**src/source/enc_pkg.sv**
```systemverilog
// Encoder interface shared constants

package enc_pkg;

    // ------------------------------------------------------------
    // channel and datapath sizes
    // ------------------------------------------------------------
    localparam int num_channels   = 4;     // encoder channels in the block
    localparam int count_width    = 24;    // position counter, overflow bit not included
    localparam int period_width   = 16;    // step-to-step period counter
    localparam int chan_sel_width = 2;     // host channel number
    localparam int data_width     = 32;    // host read word

    // counter value after reset, so a channel can move either way
    localparam logic [count_width-1:0] enc_midrange = 24'h800000;

    // period readout when no step was seen in range
    localparam logic [period_width-1:0] period_saturated = '1;

    // ------------------------------------------------------------
    // host read select codes
    // ------------------------------------------------------------
    localparam logic [1:0] sel_count  = 2'd0;   // {overflow, counter}
    localparam logic [1:0] sel_period = 2'd1;   // last measured period
    localparam logic [1:0] sel_status = 2'd2;   // dir / overflow / error flags
    // code 3 is unused and reads back as zero

    // ------------------------------------------------------------
    // status word layout
    // ------------------------------------------------------------
    localparam int status_dir_bit = 0;     // 1 means a leads b, counting up
    localparam int status_ovf_bit = 1;     // sticky counter wrap
    localparam int status_err_bit = 2;     // sticky illegal transition

endpackage
```
**src/source/enc_top.sv**
```systemverilog
// Four-channel quadrature encoder interface

`timescale 1ns/1ps

module enc_top (
    input  logic                                  clk,
    input  logic                                  reset,
    input  logic [enc_pkg::num_channels-1:0]      enc_a,        // encoder pins
    input  logic [enc_pkg::num_channels-1:0]      enc_b,
    input  logic                                  wr_en,        // preload strobe
    input  logic [enc_pkg::chan_sel_width-1:0]    wr_channel,
    input  logic [enc_pkg::count_width-1:0]       wr_data,
    input  logic                                  rd_en,        // read strobe
    input  logic [enc_pkg::chan_sel_width-1:0]    rd_channel,
    input  logic [1:0]                            rd_select,
    output logic                                  rd_valid,
    output logic [enc_pkg::data_width-1:0]        rd_data
);
    import enc_pkg::*;

    logic [num_channels-1:0]                 sync_a;
    logic [num_channels-1:0]                 sync_b;
    logic [num_channels-1:0]                 set_enc;
    logic [count_width-1:0]                  preload_value;
    logic [num_channels*(count_width+1)-1:0] count_all;
    logic [num_channels*period_width-1:0]    period_all;
    logic [num_channels-1:0]                 dir_all;
    logic [num_channels-1:0]                 error_all;
    logic [num_channels-1:0]                 step_all;    // decoder to timer

    enc_input_sync u_sync (
        .clk    (clk),
        .reset  (reset),
        .enc_a  (enc_a),
        .enc_b  (enc_b),
        .sync_a (sync_a),
        .sync_b (sync_b)
    );

    // ------------------------------------------------------------
    // one decoder and one timer per channel
    // ------------------------------------------------------------
    for (genvar ch = 0; ch < num_channels; ch++)
    begin : g_chan
        enc_quad_decoder u_dec (
            .clk     (clk),
            .reset   (reset),
            .a       (sync_a[ch]),
            .b       (sync_b[ch]),
            .set_enc (set_enc[ch]),
            .preload (preload_value),       // shared, strobe picks the channel
            .count   (count_all[ch*(count_width+1) +: count_width+1]),
            .dir     (dir_all[ch]),
            .error   (error_all[ch]),
            .step    (step_all[ch])
        );

        enc_period_timer u_timer (
            .clk    (clk),
            .reset  (reset),
            .step   (step_all[ch]),
            .period (period_all[ch*period_width +: period_width])
        );
    end

    enc_host_port u_host (
        .clk           (clk),
        .reset         (reset),
        .wr_en         (wr_en),
        .wr_channel    (wr_channel),
        .wr_data       (wr_data),
        .rd_en         (rd_en),
        .rd_channel    (rd_channel),
        .rd_select     (rd_select),
        .count_all     (count_all),
        .period_all    (period_all),
        .dir_all       (dir_all),
        .error_all     (error_all),
        .set_enc       (set_enc),
        .preload_value (preload_value),
        .rd_valid      (rd_valid),
        .rd_data       (rd_data)
    );

endmodule

```
**src/source/enc_host_port.sv**
```systemverilog
// Encoder host port

`timescale 1ns/1ps

module enc_host_port (
    input  logic clk,
    input  logic reset,
    // write side
    input  logic                                  wr_en,
    input  logic [enc_pkg::chan_sel_width-1:0]    wr_channel,
    input  logic [enc_pkg::count_width-1:0]       wr_data,
    // read side
    input  logic                                  rd_en,
    input  logic [enc_pkg::chan_sel_width-1:0]    rd_channel,
    input  logic [1:0]                            rd_select,
    // per-channel state, channel 0 in the low slice
    input  logic [enc_pkg::num_channels*(enc_pkg::count_width+1)-1:0] count_all,
    input  logic [enc_pkg::num_channels*enc_pkg::period_width-1:0]    period_all,
    input  logic [enc_pkg::num_channels-1:0]                          dir_all,
    input  logic [enc_pkg::num_channels-1:0]                          error_all,
    // outputs
    output logic [enc_pkg::num_channels-1:0]      set_enc,        // one-hot preload
    output logic [enc_pkg::count_width-1:0]       preload_value,
    output logic                                  rd_valid,
    output logic [enc_pkg::data_width-1:0]        rd_data
);
    import enc_pkg::*;

    logic [count_width:0]    count_sel;    // {overflow, counter} of rd_channel
    logic [period_width-1:0] period_sel;
    logic [data_width-1:0]   status_word;
    logic [data_width-1:0]   read_word;    // next rd_data

    // ------------------------------------------------------------
    // write path, strobe and data registered together
    // ------------------------------------------------------------
    always_ff @(posedge clk)
    begin
        if (reset)
            set_enc <= '0;
        else
            set_enc <= wr_en ? (num_channels'(1) << wr_channel) : '0;
    end

    always_ff @(posedge clk)
    begin
        if (wr_en)
            preload_value <= wr_data;   // only sampled when set_enc fires
    end

    // ------------------------------------------------------------
    // read mux
    // ------------------------------------------------------------
    assign count_sel  = count_all[rd_channel*(count_width+1) +: count_width+1];
    assign period_sel = period_all[rd_channel*period_width +: period_width];

    always_comb
    begin
        status_word = '0;
        status_word[status_dir_bit] = dir_all[rd_channel];
        status_word[status_ovf_bit] = count_sel[count_width];   // overflow is the msb
        status_word[status_err_bit] = error_all[rd_channel];

        case (rd_select)
            sel_count:  read_word = {{(data_width-count_width-1){1'b0}}, count_sel};
            sel_period: read_word = {{(data_width-period_width){1'b0}}, period_sel};
            sel_status: read_word = status_word;
            default:    read_word = '0;     // unused code
        endcase
    end

    // one cycle read latency, a same-cycle write shows up later
    always_ff @(posedge clk)
    begin
        if (reset)
        begin
            rd_valid <= 1'b0;
            rd_data  <= '0;
        end
        else
        begin
            rd_valid <= rd_en;
            if (rd_en)
                rd_data <= read_word;
        end
    end

endmodule

```
**src/source/enc_period_timer.sv**
```systemverilog
// Step-to-step period timer

`timescale 1ns/1ps

module enc_period_timer (
    input  logic                             clk,
    input  logic                             reset,
    input  logic                             step,     // pulse from the decoder
    output logic [enc_pkg::period_width-1:0] period    // clocks between last two steps
);
    import enc_pkg::*;

    logic [period_width-1:0] elapsed;     // clocks since the last step
    logic                    elapsed_max; // counter pinned at its ceiling

    assign elapsed_max = (elapsed == period_saturated);

    // ------------------------------------------------------------
    // running counter, saturates rather than wrapping
    // ------------------------------------------------------------
    always_ff @(posedge clk)
    begin
        if (reset)
            elapsed <= period_saturated;    // no step seen yet, too slow to tell
        else if (step)
            elapsed <= '0;                  // restart on every step
        else if (!elapsed_max)
            elapsed <= elapsed + 1'b1;
    end

    // ------------------------------------------------------------
    // latch on step
    // ------------------------------------------------------------
    // elapsed lags the step edge by one clock, so the +1 makes the
    // readout equal to the pin-to-pin spacing
    always_ff @(posedge clk)
    begin
        if (reset)
            period <= period_saturated;
        else if (step)
        begin
            if (elapsed_max)
                period <= period_saturated;     // stays pinned, never wraps
            else
                period <= elapsed + 1'b1;
        end
    end

endmodule

```
**src/source/enc_quad_decoder.sv**
```systemverilog
// Quadrature decoder and position counter

`timescale 1ns/1ps

module enc_quad_decoder (
    input  logic                             clk,
    input  logic                             reset,
    input  logic                             a,          // synchronized line a
    input  logic                             b,          // synchronized line b
    input  logic                             set_enc,    // preload strobe
    input  logic [enc_pkg::count_width-1:0]  preload,    // preload value
    output logic [enc_pkg::count_width:0]    count,      // {overflow, counter}
    output logic                             dir,        // last step direction
    output logic                             error,      // sticky illegal transition
    output logic                             step        // one-cycle pulse per step
);
    import enc_pkg::*;

    logic [1:0]             code;          // current {a, b}
    logic [1:0]             prev;          // code seen at the last edge
    logic                   a_moved;
    logic                   b_moved;
    logic                   one_line;      // legal single-line transition
    logic                   both_lines;    // a and b flipped together
    logic                   step_up;       // direction of this transition
    logic [count_width-1:0] counter;
    logic                   overflow;

    // ------------------------------------------------------------
    // transition classification
    // ------------------------------------------------------------
    assign code       = {a, b};
    assign a_moved    = code[1] ^ prev[1];
    assign b_moved    = code[0] ^ prev[0];
    assign one_line   = a_moved ^ b_moved;      // exactly one line changed
    assign both_lines = a_moved & b_moved;      // skipped a state, no direction
    assign step_up    = code[1] ^ prev[0];      // new a vs old b, 1 is a leading

    assign count = {overflow, counter};         // overflow rides as the msb

    always_ff @(posedge clk)
    begin
        if (reset)
        begin
            prev <= 2'b00;      // matches the synchronizer reset value
            dir  <= 1'b0;
            step <= 1'b0;
        end
        else
        begin
            prev <= code;
            step <= one_line;   // timer still sees the step during a preload
            if (one_line)
                dir <= step_up;
        end
    end

    // ------------------------------------------------------------
    // position counter and sticky flags, preload has priority
    // ------------------------------------------------------------
    always_ff @(posedge clk)
    begin
        if (reset)
        begin
            counter  <= enc_midrange;
            overflow <= 1'b0;
            error    <= 1'b0;
        end
        else if (set_enc)
        begin
            counter  <= preload;    // host load clears both flags
            overflow <= 1'b0;
            error    <= 1'b0;
        end
        else
        begin
            if (one_line && step_up)
            begin
                counter <= counter + 1'b1;
                if (&counter)
                    overflow <= 1'b1;   // wrapped all ones to zero
            end
            else if (one_line)
            begin
                counter <= counter - 1'b1;
                if (counter == '0)
                    overflow <= 1'b1;   // wrapped zero to all ones
            end

            if (both_lines)
                error <= 1'b1;          // count left alone
        end
    end

endmodule

```
**src/source/enc_input_sync.sv**
```systemverilog
// Encoder pin synchronizer

`timescale 1ns/1ps

module enc_input_sync (
    input  logic                          clk,
    input  logic                          reset,
    input  logic [enc_pkg::num_channels-1:0] enc_a,    // raw pins, async to clk
    input  logic [enc_pkg::num_channels-1:0] enc_b,
    output logic [enc_pkg::num_channels-1:0] sync_a,   // safe to decode
    output logic [enc_pkg::num_channels-1:0] sync_b
);
    import enc_pkg::*;

    logic [num_channels-1:0] meta_a;    // first stage, may go metastable
    logic [num_channels-1:0] meta_b;

    // ------------------------------------------------------------
    // two flops per line, all channels in parallel
    // ------------------------------------------------------------
    always_ff @(posedge clk)
    begin
        if (reset)
        begin
            meta_a <= '0;
            meta_b <= '0;
            sync_a <= '0;
            sync_b <= '0;
        end
        else
        begin
            meta_a <= enc_a;        // sample the pins
            meta_b <= enc_b;
            sync_a <= meta_a;       // settled copy for the decoders
            sync_b <= meta_b;
        end
    end

endmodule

```
**config.mk**
```make
export PLATFORM = sky130hd
export DESIGN_NAME = enc_top
export DESIGN_NICKNAME = d
export VERILOG_FILES = /design/src/source/enc_pkg.sv /design/src/source/enc_top.sv /design/src/source/enc_host_port.sv /design/src/source/enc_period_timer.sv /design/src/source/enc_quad_decoder.sv /design/src/source/enc_input_sync.sv
export SDC_FILE = /design/constraint.sdc
export NUM_CORES = 1
export LEC_CHECK = 0
export CAP_MARGIN = 15
export CELL_PAD_IN_SITES_DETAIL_PLACEMENT = 0
export CELL_PAD_IN_SITES_GLOBAL_PLACEMENT = 1
export CORE_MARGIN = 2
export CORE_UTILIZATION = 35
export CTS_BUF_LIST = sky130_fd_sc_hd__clkbuf_2
export DETAILED_ROUTE_END_ITERATION = 8
export DONT_BUFFER_PORTS = 1
export GPL_TIMING_DRIVEN = 1
export PLACE_DENSITY = 0.59
export SYNTH_ARGS = -nofsm -noshare
export SYNTH_HDL_FRONTEND = slang
export SYNTH_SLANG_ARGS = --single-unit
```
**constraint.sdc**
```tcl
create_clock -name clk -period 12.1 [get_ports clk]
set_input_delay 0 -clock clk [delete_from_list [all_inputs] [get_ports clk]]
set_output_delay 0 -clock clk [all_outputs]
set_load 0.05 [all_outputs]
```
; ---- Yosys cells after proc, flatten, opt, wreduce, memory -nomap -nowiden
; Cells that the tools add are included.
[classes]
multipliers = 1
order_cmp = 1
addsub = 12
shifts = 3
n_mux = 45
eq_ne = 14
bitwise_logic = 21
reduce_logical = 34
[ops]
columns = cell, n
row1 = 24-bit two-way mux, 12
row2 = 16-bit two-way mux, 12
row3 = 100-bit by 8-bit indexed part select with 25-bit output, 1
row4 = "24-bit by 1-bit adder with 24-bit output, second input constant", 4
row5 = 24-bit logical NOT, 4
row6 = 24-bit AND reduction, 4
row7 = "24-bit by 1-bit subtractor with 24-bit output, second input constant", 4
row8 = 25-bit one-hot mux with 3 select lines, 1
row9 = "16-bit by 1-bit adder with 16-bit output, second input constant", 4
row10 = "16-bit equality test, second input constant", 4
row11 = 64-bit by 7-bit indexed part select with 16-bit output, 1
row12 = 1-bit two-way mux, 18
row13 = "2-bit != test, second input constant", 8
row14 = 2-bit nonzero test, 8
row15 = 1-bit bitwise XOR, 16
row16 = 3-bit AND reduction, 4
row17 = 3-bit nonzero test, 4
row18 = 2-bit OR reduction, 5
row19 = "2-bit by 5-bit multiplier with 7-bit output, second input constant", 1
row20 = 1-bit AND, 4
row21 = 1-bit binary-select mux with 2-bit select, 2
row22 = 1-bit logical AND, 4
row23 = "1-bit by 2-bit left shift with 4-bit output, first input constant", 1
row24 = "2-bit by 3-bit less-than comparator with 1-bit output, second input constant", 1
row25 = other kinds (4), 4
[word_totals]
in_bits = 42
output_inout_bits = 33
wordCells = 171
register_bits = 325

; ---- Depth between registers and ports, before layout
[logic_depth]
depth_word = 5
depth_mapped = 15
ltp_nobuf = 13

; ---- Hierarchy
; Synthesis repeated with hierarchy kept, for this count alone.
[unflattened]
hier_cells = 2241
area_unflattened_um2 = 19975.4
[by_module_without_submodules]
columns = mod, seq_area_each_um2, area_per_inst_um2, n_inst, cells_each
row1 = enc_period_timer, 640.6, 1383.8, 4, 156
row2 = enc_quad_decoder at g_chan[2].u_dec ..., 600.6, 2707.6, 2, 334
row3 = enc_host_port, 1321.3, 3175.5, 1, 245
row4 = enc_quad_decoder at g_chan[1].u_dec, 600.6, 2731.4, 1, 334
row5 = enc_quad_decoder at g_chan[0].u_dec, 600.6, 2653.8, 1, 337
row6 = enc_input_sync, 320.3, 464.2, 1, 33

; ---- Worst setup path after synthesis
; Ideal clock, no wire load.
[synth_path]
path_type = flip-flop to flip-flop
from = register g_chan[1].u_dec.prev[0]
to = register g_chan[1].u_dec.counter[21]
path_slack_ns = 8.004
path_stages_with_launch = 16
t_arrival_ns = 3.966
period_less_slack_ns = 4.096
t_required_ns = 11.970
n_path_buf = 2
setup_time_ns = 0.130
path_cell_list = dfxtp_1 > xor2_1 > ha_1 > clkbuf_1 > buf_1 > nand2_1 > ha_1 > a21o_1 > a21oi_2 > o21ai_1 > a2111oi_2 > nor3_1 > a221oi_1 > nor2b_1 > nor4_1 > o22ai_1
[synth_via]
elab_chain_cells = 5
elab_cells_between_ends = 7
cone_classes = mux: 2 / bitwise: 3 / reduce/logical: 2
[synth_lines]
columns = item, line
row1 = "start, declared", enc_quad_decoder.sv:20  ; logic [1:0] prev;
row2 = "start signal, assigned", enc_quad_decoder.sv:51  ; prev <= code;
row3 = 1-bit bitwise XOR *, enc_quad_decoder.sv:34  ; assign b_moved = code[0] ^ prev[0];
row4 = 1-bit bitwise XOR *, enc_quad_decoder.sv:35  ; assign one_line = a_moved ^ b_moved;
row5 = net g_chan[1].u_dec.one_line, enc_quad_decoder.sv:23  ; logic one_line;
row6 = 1-bit logical AND, enc_quad_decoder.sv:77  ; if (one_line && step_up)
row7 = 24-bit two-way mux, enc_quad_decoder.sv:77
row8 = 24-bit two-way mux, enc_quad_decoder.sv:69  ; else if (set_enc)
row9 = "end signal, assigned", enc_quad_decoder.sv:71  ; counter <= preload;
row10 = "end signal, assigned", enc_quad_decoder.sv:79  ; counter <= counter + 1'b1;
row11 = "end signal, assigned", enc_quad_decoder.sv:85  ; counter <= counter - 1'b1;
row12 = "end, declared", enc_quad_decoder.sv:26  ; logic [count_width-1:0] counter;
; The timed path passes the listed nets; every way through them passes the cells marked *.
; A chain may end at the register's enable or synchronous reset.

; ---- Final worst setup path
[layout_path]
from = register u_sync.sync_a[1] (netlist name)
to = register g_chan[1].u_dec.counter[21]
[layout_via]
elab_chain_cells = 5
elab_cells_between_ends = 7
cone_classes = mux: 2 / bitwise: 3 / reduce/logical: 2
[layout_lines]
columns = item, line
row1 = "start, declared", enc_input_sync.sv:10  ; output logic [enc_pkg::num_channels-1:0] sync_a,
row2 = "start signal, assigned", enc_input_sync.sv:34  ; sync_a <= meta_a;
row3 = 1-bit bitwise XOR *, enc_quad_decoder.sv:33  ; assign a_moved = code[1] ^ prev[1];
row4 = 1-bit bitwise XOR *, enc_quad_decoder.sv:35
row5 = net g_chan[1].u_dec.one_line, enc_quad_decoder.sv:23
row6 = 1-bit logical AND, enc_quad_decoder.sv:77
row7 = 24-bit two-way mux, enc_quad_decoder.sv:77
row8 = 24-bit two-way mux, enc_quad_decoder.sv:69
; Marked as above.

==> results_dict.tcl <==
set metrics [dict create \
    antenna_found_initial 4 \
    grt_overflow_total 0 \
    worstSetupPathType "flip-flop to flip-flop" \
    crit_slowest_cell "nand2_1" \
    async_flop_share_pct 0 \
    die_x_microns 234.3 \
    reg2reg_to "g_chan[1].u_dec.counter[21]$_SDFFE_PP0P_" \
    fp.coreArea_sq_um 52550 \
    finalPower_mw 4.865 \
    cp_cell_sequence "xor2_1 -> ha_1 -> buf_4 -> nand2_1 -> ha_1 -> a21o_1 -> a21oi_2 -> o21ai_1 -> a2111oi_2 -> nor3_1 -> a221oi_1 -> nor2b_1 -> nor4_1 -> o22ai_1" \
    cts_buffer_depth 3 \
    cts_tree "done" \
    via_count 17162 \
    period_share_pct 37.87 \
    io_pins 75 \
    hp-class "input port to flip-flop" \
    grt_setup_unrepaired "no" \
    hpwl_mm 45.92 \
    root_buffer "clkbuf_2" \
    htree_levels 3 \
    power_frac_comb_pct 49.2 \
    syn_to_final_growth_pct 14.72 \
    timing.rr.start "u_sync.sync_a[1]$_SDFF_PP0_" \
    wl_per_cell_microns 22.05 \
    synth-edff-count 24 \
    synth_ff_type "dfxtp_1" \
    dpl_cell_area_sq_um 19040 \
    initial_core_util_pct 35.34 \
    synth_top_family_by_area "compound AO/OA/AOI/OAI gates" \
    post_cts_buffers 0 \
    synthCells 2173 \
    drtIter0Drc 1348 \
    switching_power_mw 2.187 \
    hold_viol_final 0 \
    worst_pin_slew_ps 1063 \
    power.share.switching_pct 44.96 \
    p_int_mw 2.678 \
    finClkSkew_ps 115.4 \
    status "completed" \
    cap_violations 0 \
    cts_resized 0 \
    power_leakage_nw 8.711 \
    setup_violations 0 \
    cpMostUsedCell "ha_1" \
    pwr-share-seq_pct 33.7 \
    std_cell_rows 84 \
    muxShareOfSynthArea_pct 7.365 \
    synthSimpleGateAreaFrac_pct 19.35 \
    synth_area_per_cell_sq_um 8.545 \
    synth_compound_area_share_pct 20.41 \
    layout-drive-gt1-share_pct 10.22 \
    routed_wl_mm 67.25 \
    p_clk_share_pct 17.0 \
    regToRegSetupSlack_ps 7520 \
    cts_sinks 318 \
    grtUsageTotal_pct 24.40 \
    cp.required_ps 13040 \
    die_h_microns 234.3 \
    synth_warnings 0 \
    synth_cell_types 70 \
    dr.pass1.iters 5 \
    ant_nets 0 \
    path_clk_slew_ps 90 \
    synth_seq_cells 318 \
    cts_made_buffers 92 \
    drv_slew 0 \
    seq_area_frac_synth_pct 35.58 \
    port_buffers 0 \
    cp_max_fo 37 \
    stdcell_area_sq_um 21300 \
    netlist_area_sq_um 18570 \
    hold-worst-slack_ps 123.7 \
    fin_crit_ps 4582 \
    reg2regPathDepth 14 \
    maxSlewHeadroom_pct 28.96 \
    powerDensity_nw_per_um2 228.4 \
    synthXorXnorAreaFrac_pct 6.367 \
    final_core_util_pct 40.54 \
    gp_congestion 0.8880 \
    grt_pass1_vias 16201 \
    end_kind "flip-flop" \
    nets 2437 \
    setup.worst_path.end "g_chan[1].u_dec.counter[21]$_SDFFE_PP0P_" \
    grt_max_degree 169 \
    setup_tns_ps 0 \
    cp_slowest_stage_delay_ps 750 \
    die_area_sq_um 54910 \
    grt_pass1_wl_mm 101.2 \
    clock_latency_ps 1110 \
    drc_errors 0 \
    crit_start "u_sync.sync_a[1]$_SDFF_PP0_" \
    worst_setup_path_start_kind "flip-flop" \
    cts_hold_buf 134 \
    peakVddDrop_v 0.00008942 \
    synthAdderAreaFrac_pct 7.169 \
    vias_per_cell 5.627 \
    cp.arrival_ps 5520 \
    fmaxAchievable_mhz 218.3 \
]
-- layout make-up --
cell class / instances / area, sq um
Inverter: 43 / 162.7
Multi-Input combinational cell: 1686 / 11290
Sequential cell: 318 / 6609
Antenna cell: 4 / 10.01
Clock buffer: 135 / 675.6
Tap cell: 688 / 860.8
Clock inverter: 26 / 147.6
Timing Repair Buffer: 150 / 1546
Fill cell: 5386 / 31250
-- critical path, delay by kind of cell (launching register included) --
kind / cells / cell delay, ps
AO/OA/AOI/OAI: 6 / 1560
AND/OR/NAND/NOR: 4 / 1230
adder cells (fa/ha/maj): 2 / 860
buffers and inverters: 1 / 370
flip-flops: 1 / 340
XOR/XNOR: 1 / 150
-- synth_stat cells, types with 22 or more instances --
cell / instances / area share (%)
xnor2_1: 78 / 3.7
nand4_1: 42 / 1.4
a21oi_1: 175 / 4.7
a221oi_1: 36 / 1.7
ha_1: 100 / 6.7
and3_1: 22 / 0.74
dfxtp_1: 294 / 32
xor2_1: 57 / 2.7
mux2i_1: 32 / 1.7
buf_1: 23 / 0.46
a21o_1: 66 / 2.7
nor2b_1: 68 / 2.3
mux4_2: 43 / 5.2
inv_1: 41 / 0.83
nor4_1: 22 / 0.74
edfxtp_1: 24 / 3.9
a211oi_1: 44 / 1.8
clkbuf_1: 93 / 1.9
o21ai_0: 131 / 3.5
nor3_1: 36 / 0.97
nor2_1: 167 / 3.4
a31oi_1: 23 / 0.77
nand2_1: 267 / 5.4
nand3_1: 88 / 2.4
-- power groups by stage --
stage | combinational [mW] | clock [mW] | sequential (mW)
finish | 2.40 | 0.829 | 1.64
global route | 2.67 | 0.915 | 1.66
CTS | 2.38 | 0.862 | 1.62
detailed placement | 2.30 | 0 | 1.65
global placement | 2.30 | 0 | 1.65
floorplan | 1.89 | 0 | 1.48
-- registers in the layout (all words and copies together) (netlist names), 8 cells and up --
register,cells
g_chan.u_dec.counter,96
g_chan.u_timer.period,64
u_host.preload_value,24
g_chan.u_dec.prev,8
u_host.rd_data,25
g_chan.u_timer.elapsed,64
-- how the worst min path moves through the flow --
stage / startpoint / to / slack (ps) / cells past startpoint
floorplan: wr_channel[1] / u_host.set_enc[1]$_SDFF_PP0_ / 70 / 1
global placement: wr_channel[1] / u_host.set_enc[1]$_SDFF_PP0_ / 70 / 1
detailed placement: wr_channel[1] / u_host.set_enc[1]$_SDFF_PP0_ / 80 / 1
CTS: reset / g_chan[0].u_dec.counter[0]$_SDFFE_PP0P_ / 20 / 3
global route: rd_en / u_host.rd_data[0]$_SDFFE_PP0P_ / 30 / 5
finish: reset / g_chan[1].u_dec.counter[2]$_SDFFE_PP0P_ / 120 / 3
-- per-stage QoR --
stage | setup WS, ps | std cells
after floorplan | 8004 | 2179
after global routing | 7134 | 3049
after global placement | 7606 | 2751
after detailed placement | 7486 | 2751
final | 7518 | 3050
after CTS | 7521 | 3046
-- cell families (layout without fill, tap and decap cells) --
family | Yosys count | after routing
xor+xnor | 135 | 135
flops | 318 | 318
fa+ha+maj | 104 | 104
compound gates | 593 | 593
other cells | 1 | 11
buf+inv | 175 | 354
mux | 82 | 82
simple gates | 765 | 765
-- routing by layer --
layer / global-route usage, % / share of wire, %
met1: 35.23 / 48
met5: 0 / 0
met3: 5.484 / 6.6
met2: 36.13 / 43
met4: 7.134 / 2.5
-- placed cells by master, fill, tap and decap left out, drive strengths merged, types with 57 or more instances in the layout --
cell type	n
xnor2	78
dfxtp	294
nor2	167
nand3	88
nand2	267
clkbuf	135
xor2	57
dlygate4sd3	127
ha	100
a21o	69
nor2b	68
o21ai	135
a21oi	177
Note: power is estimated with default switching activity, not from simulation.
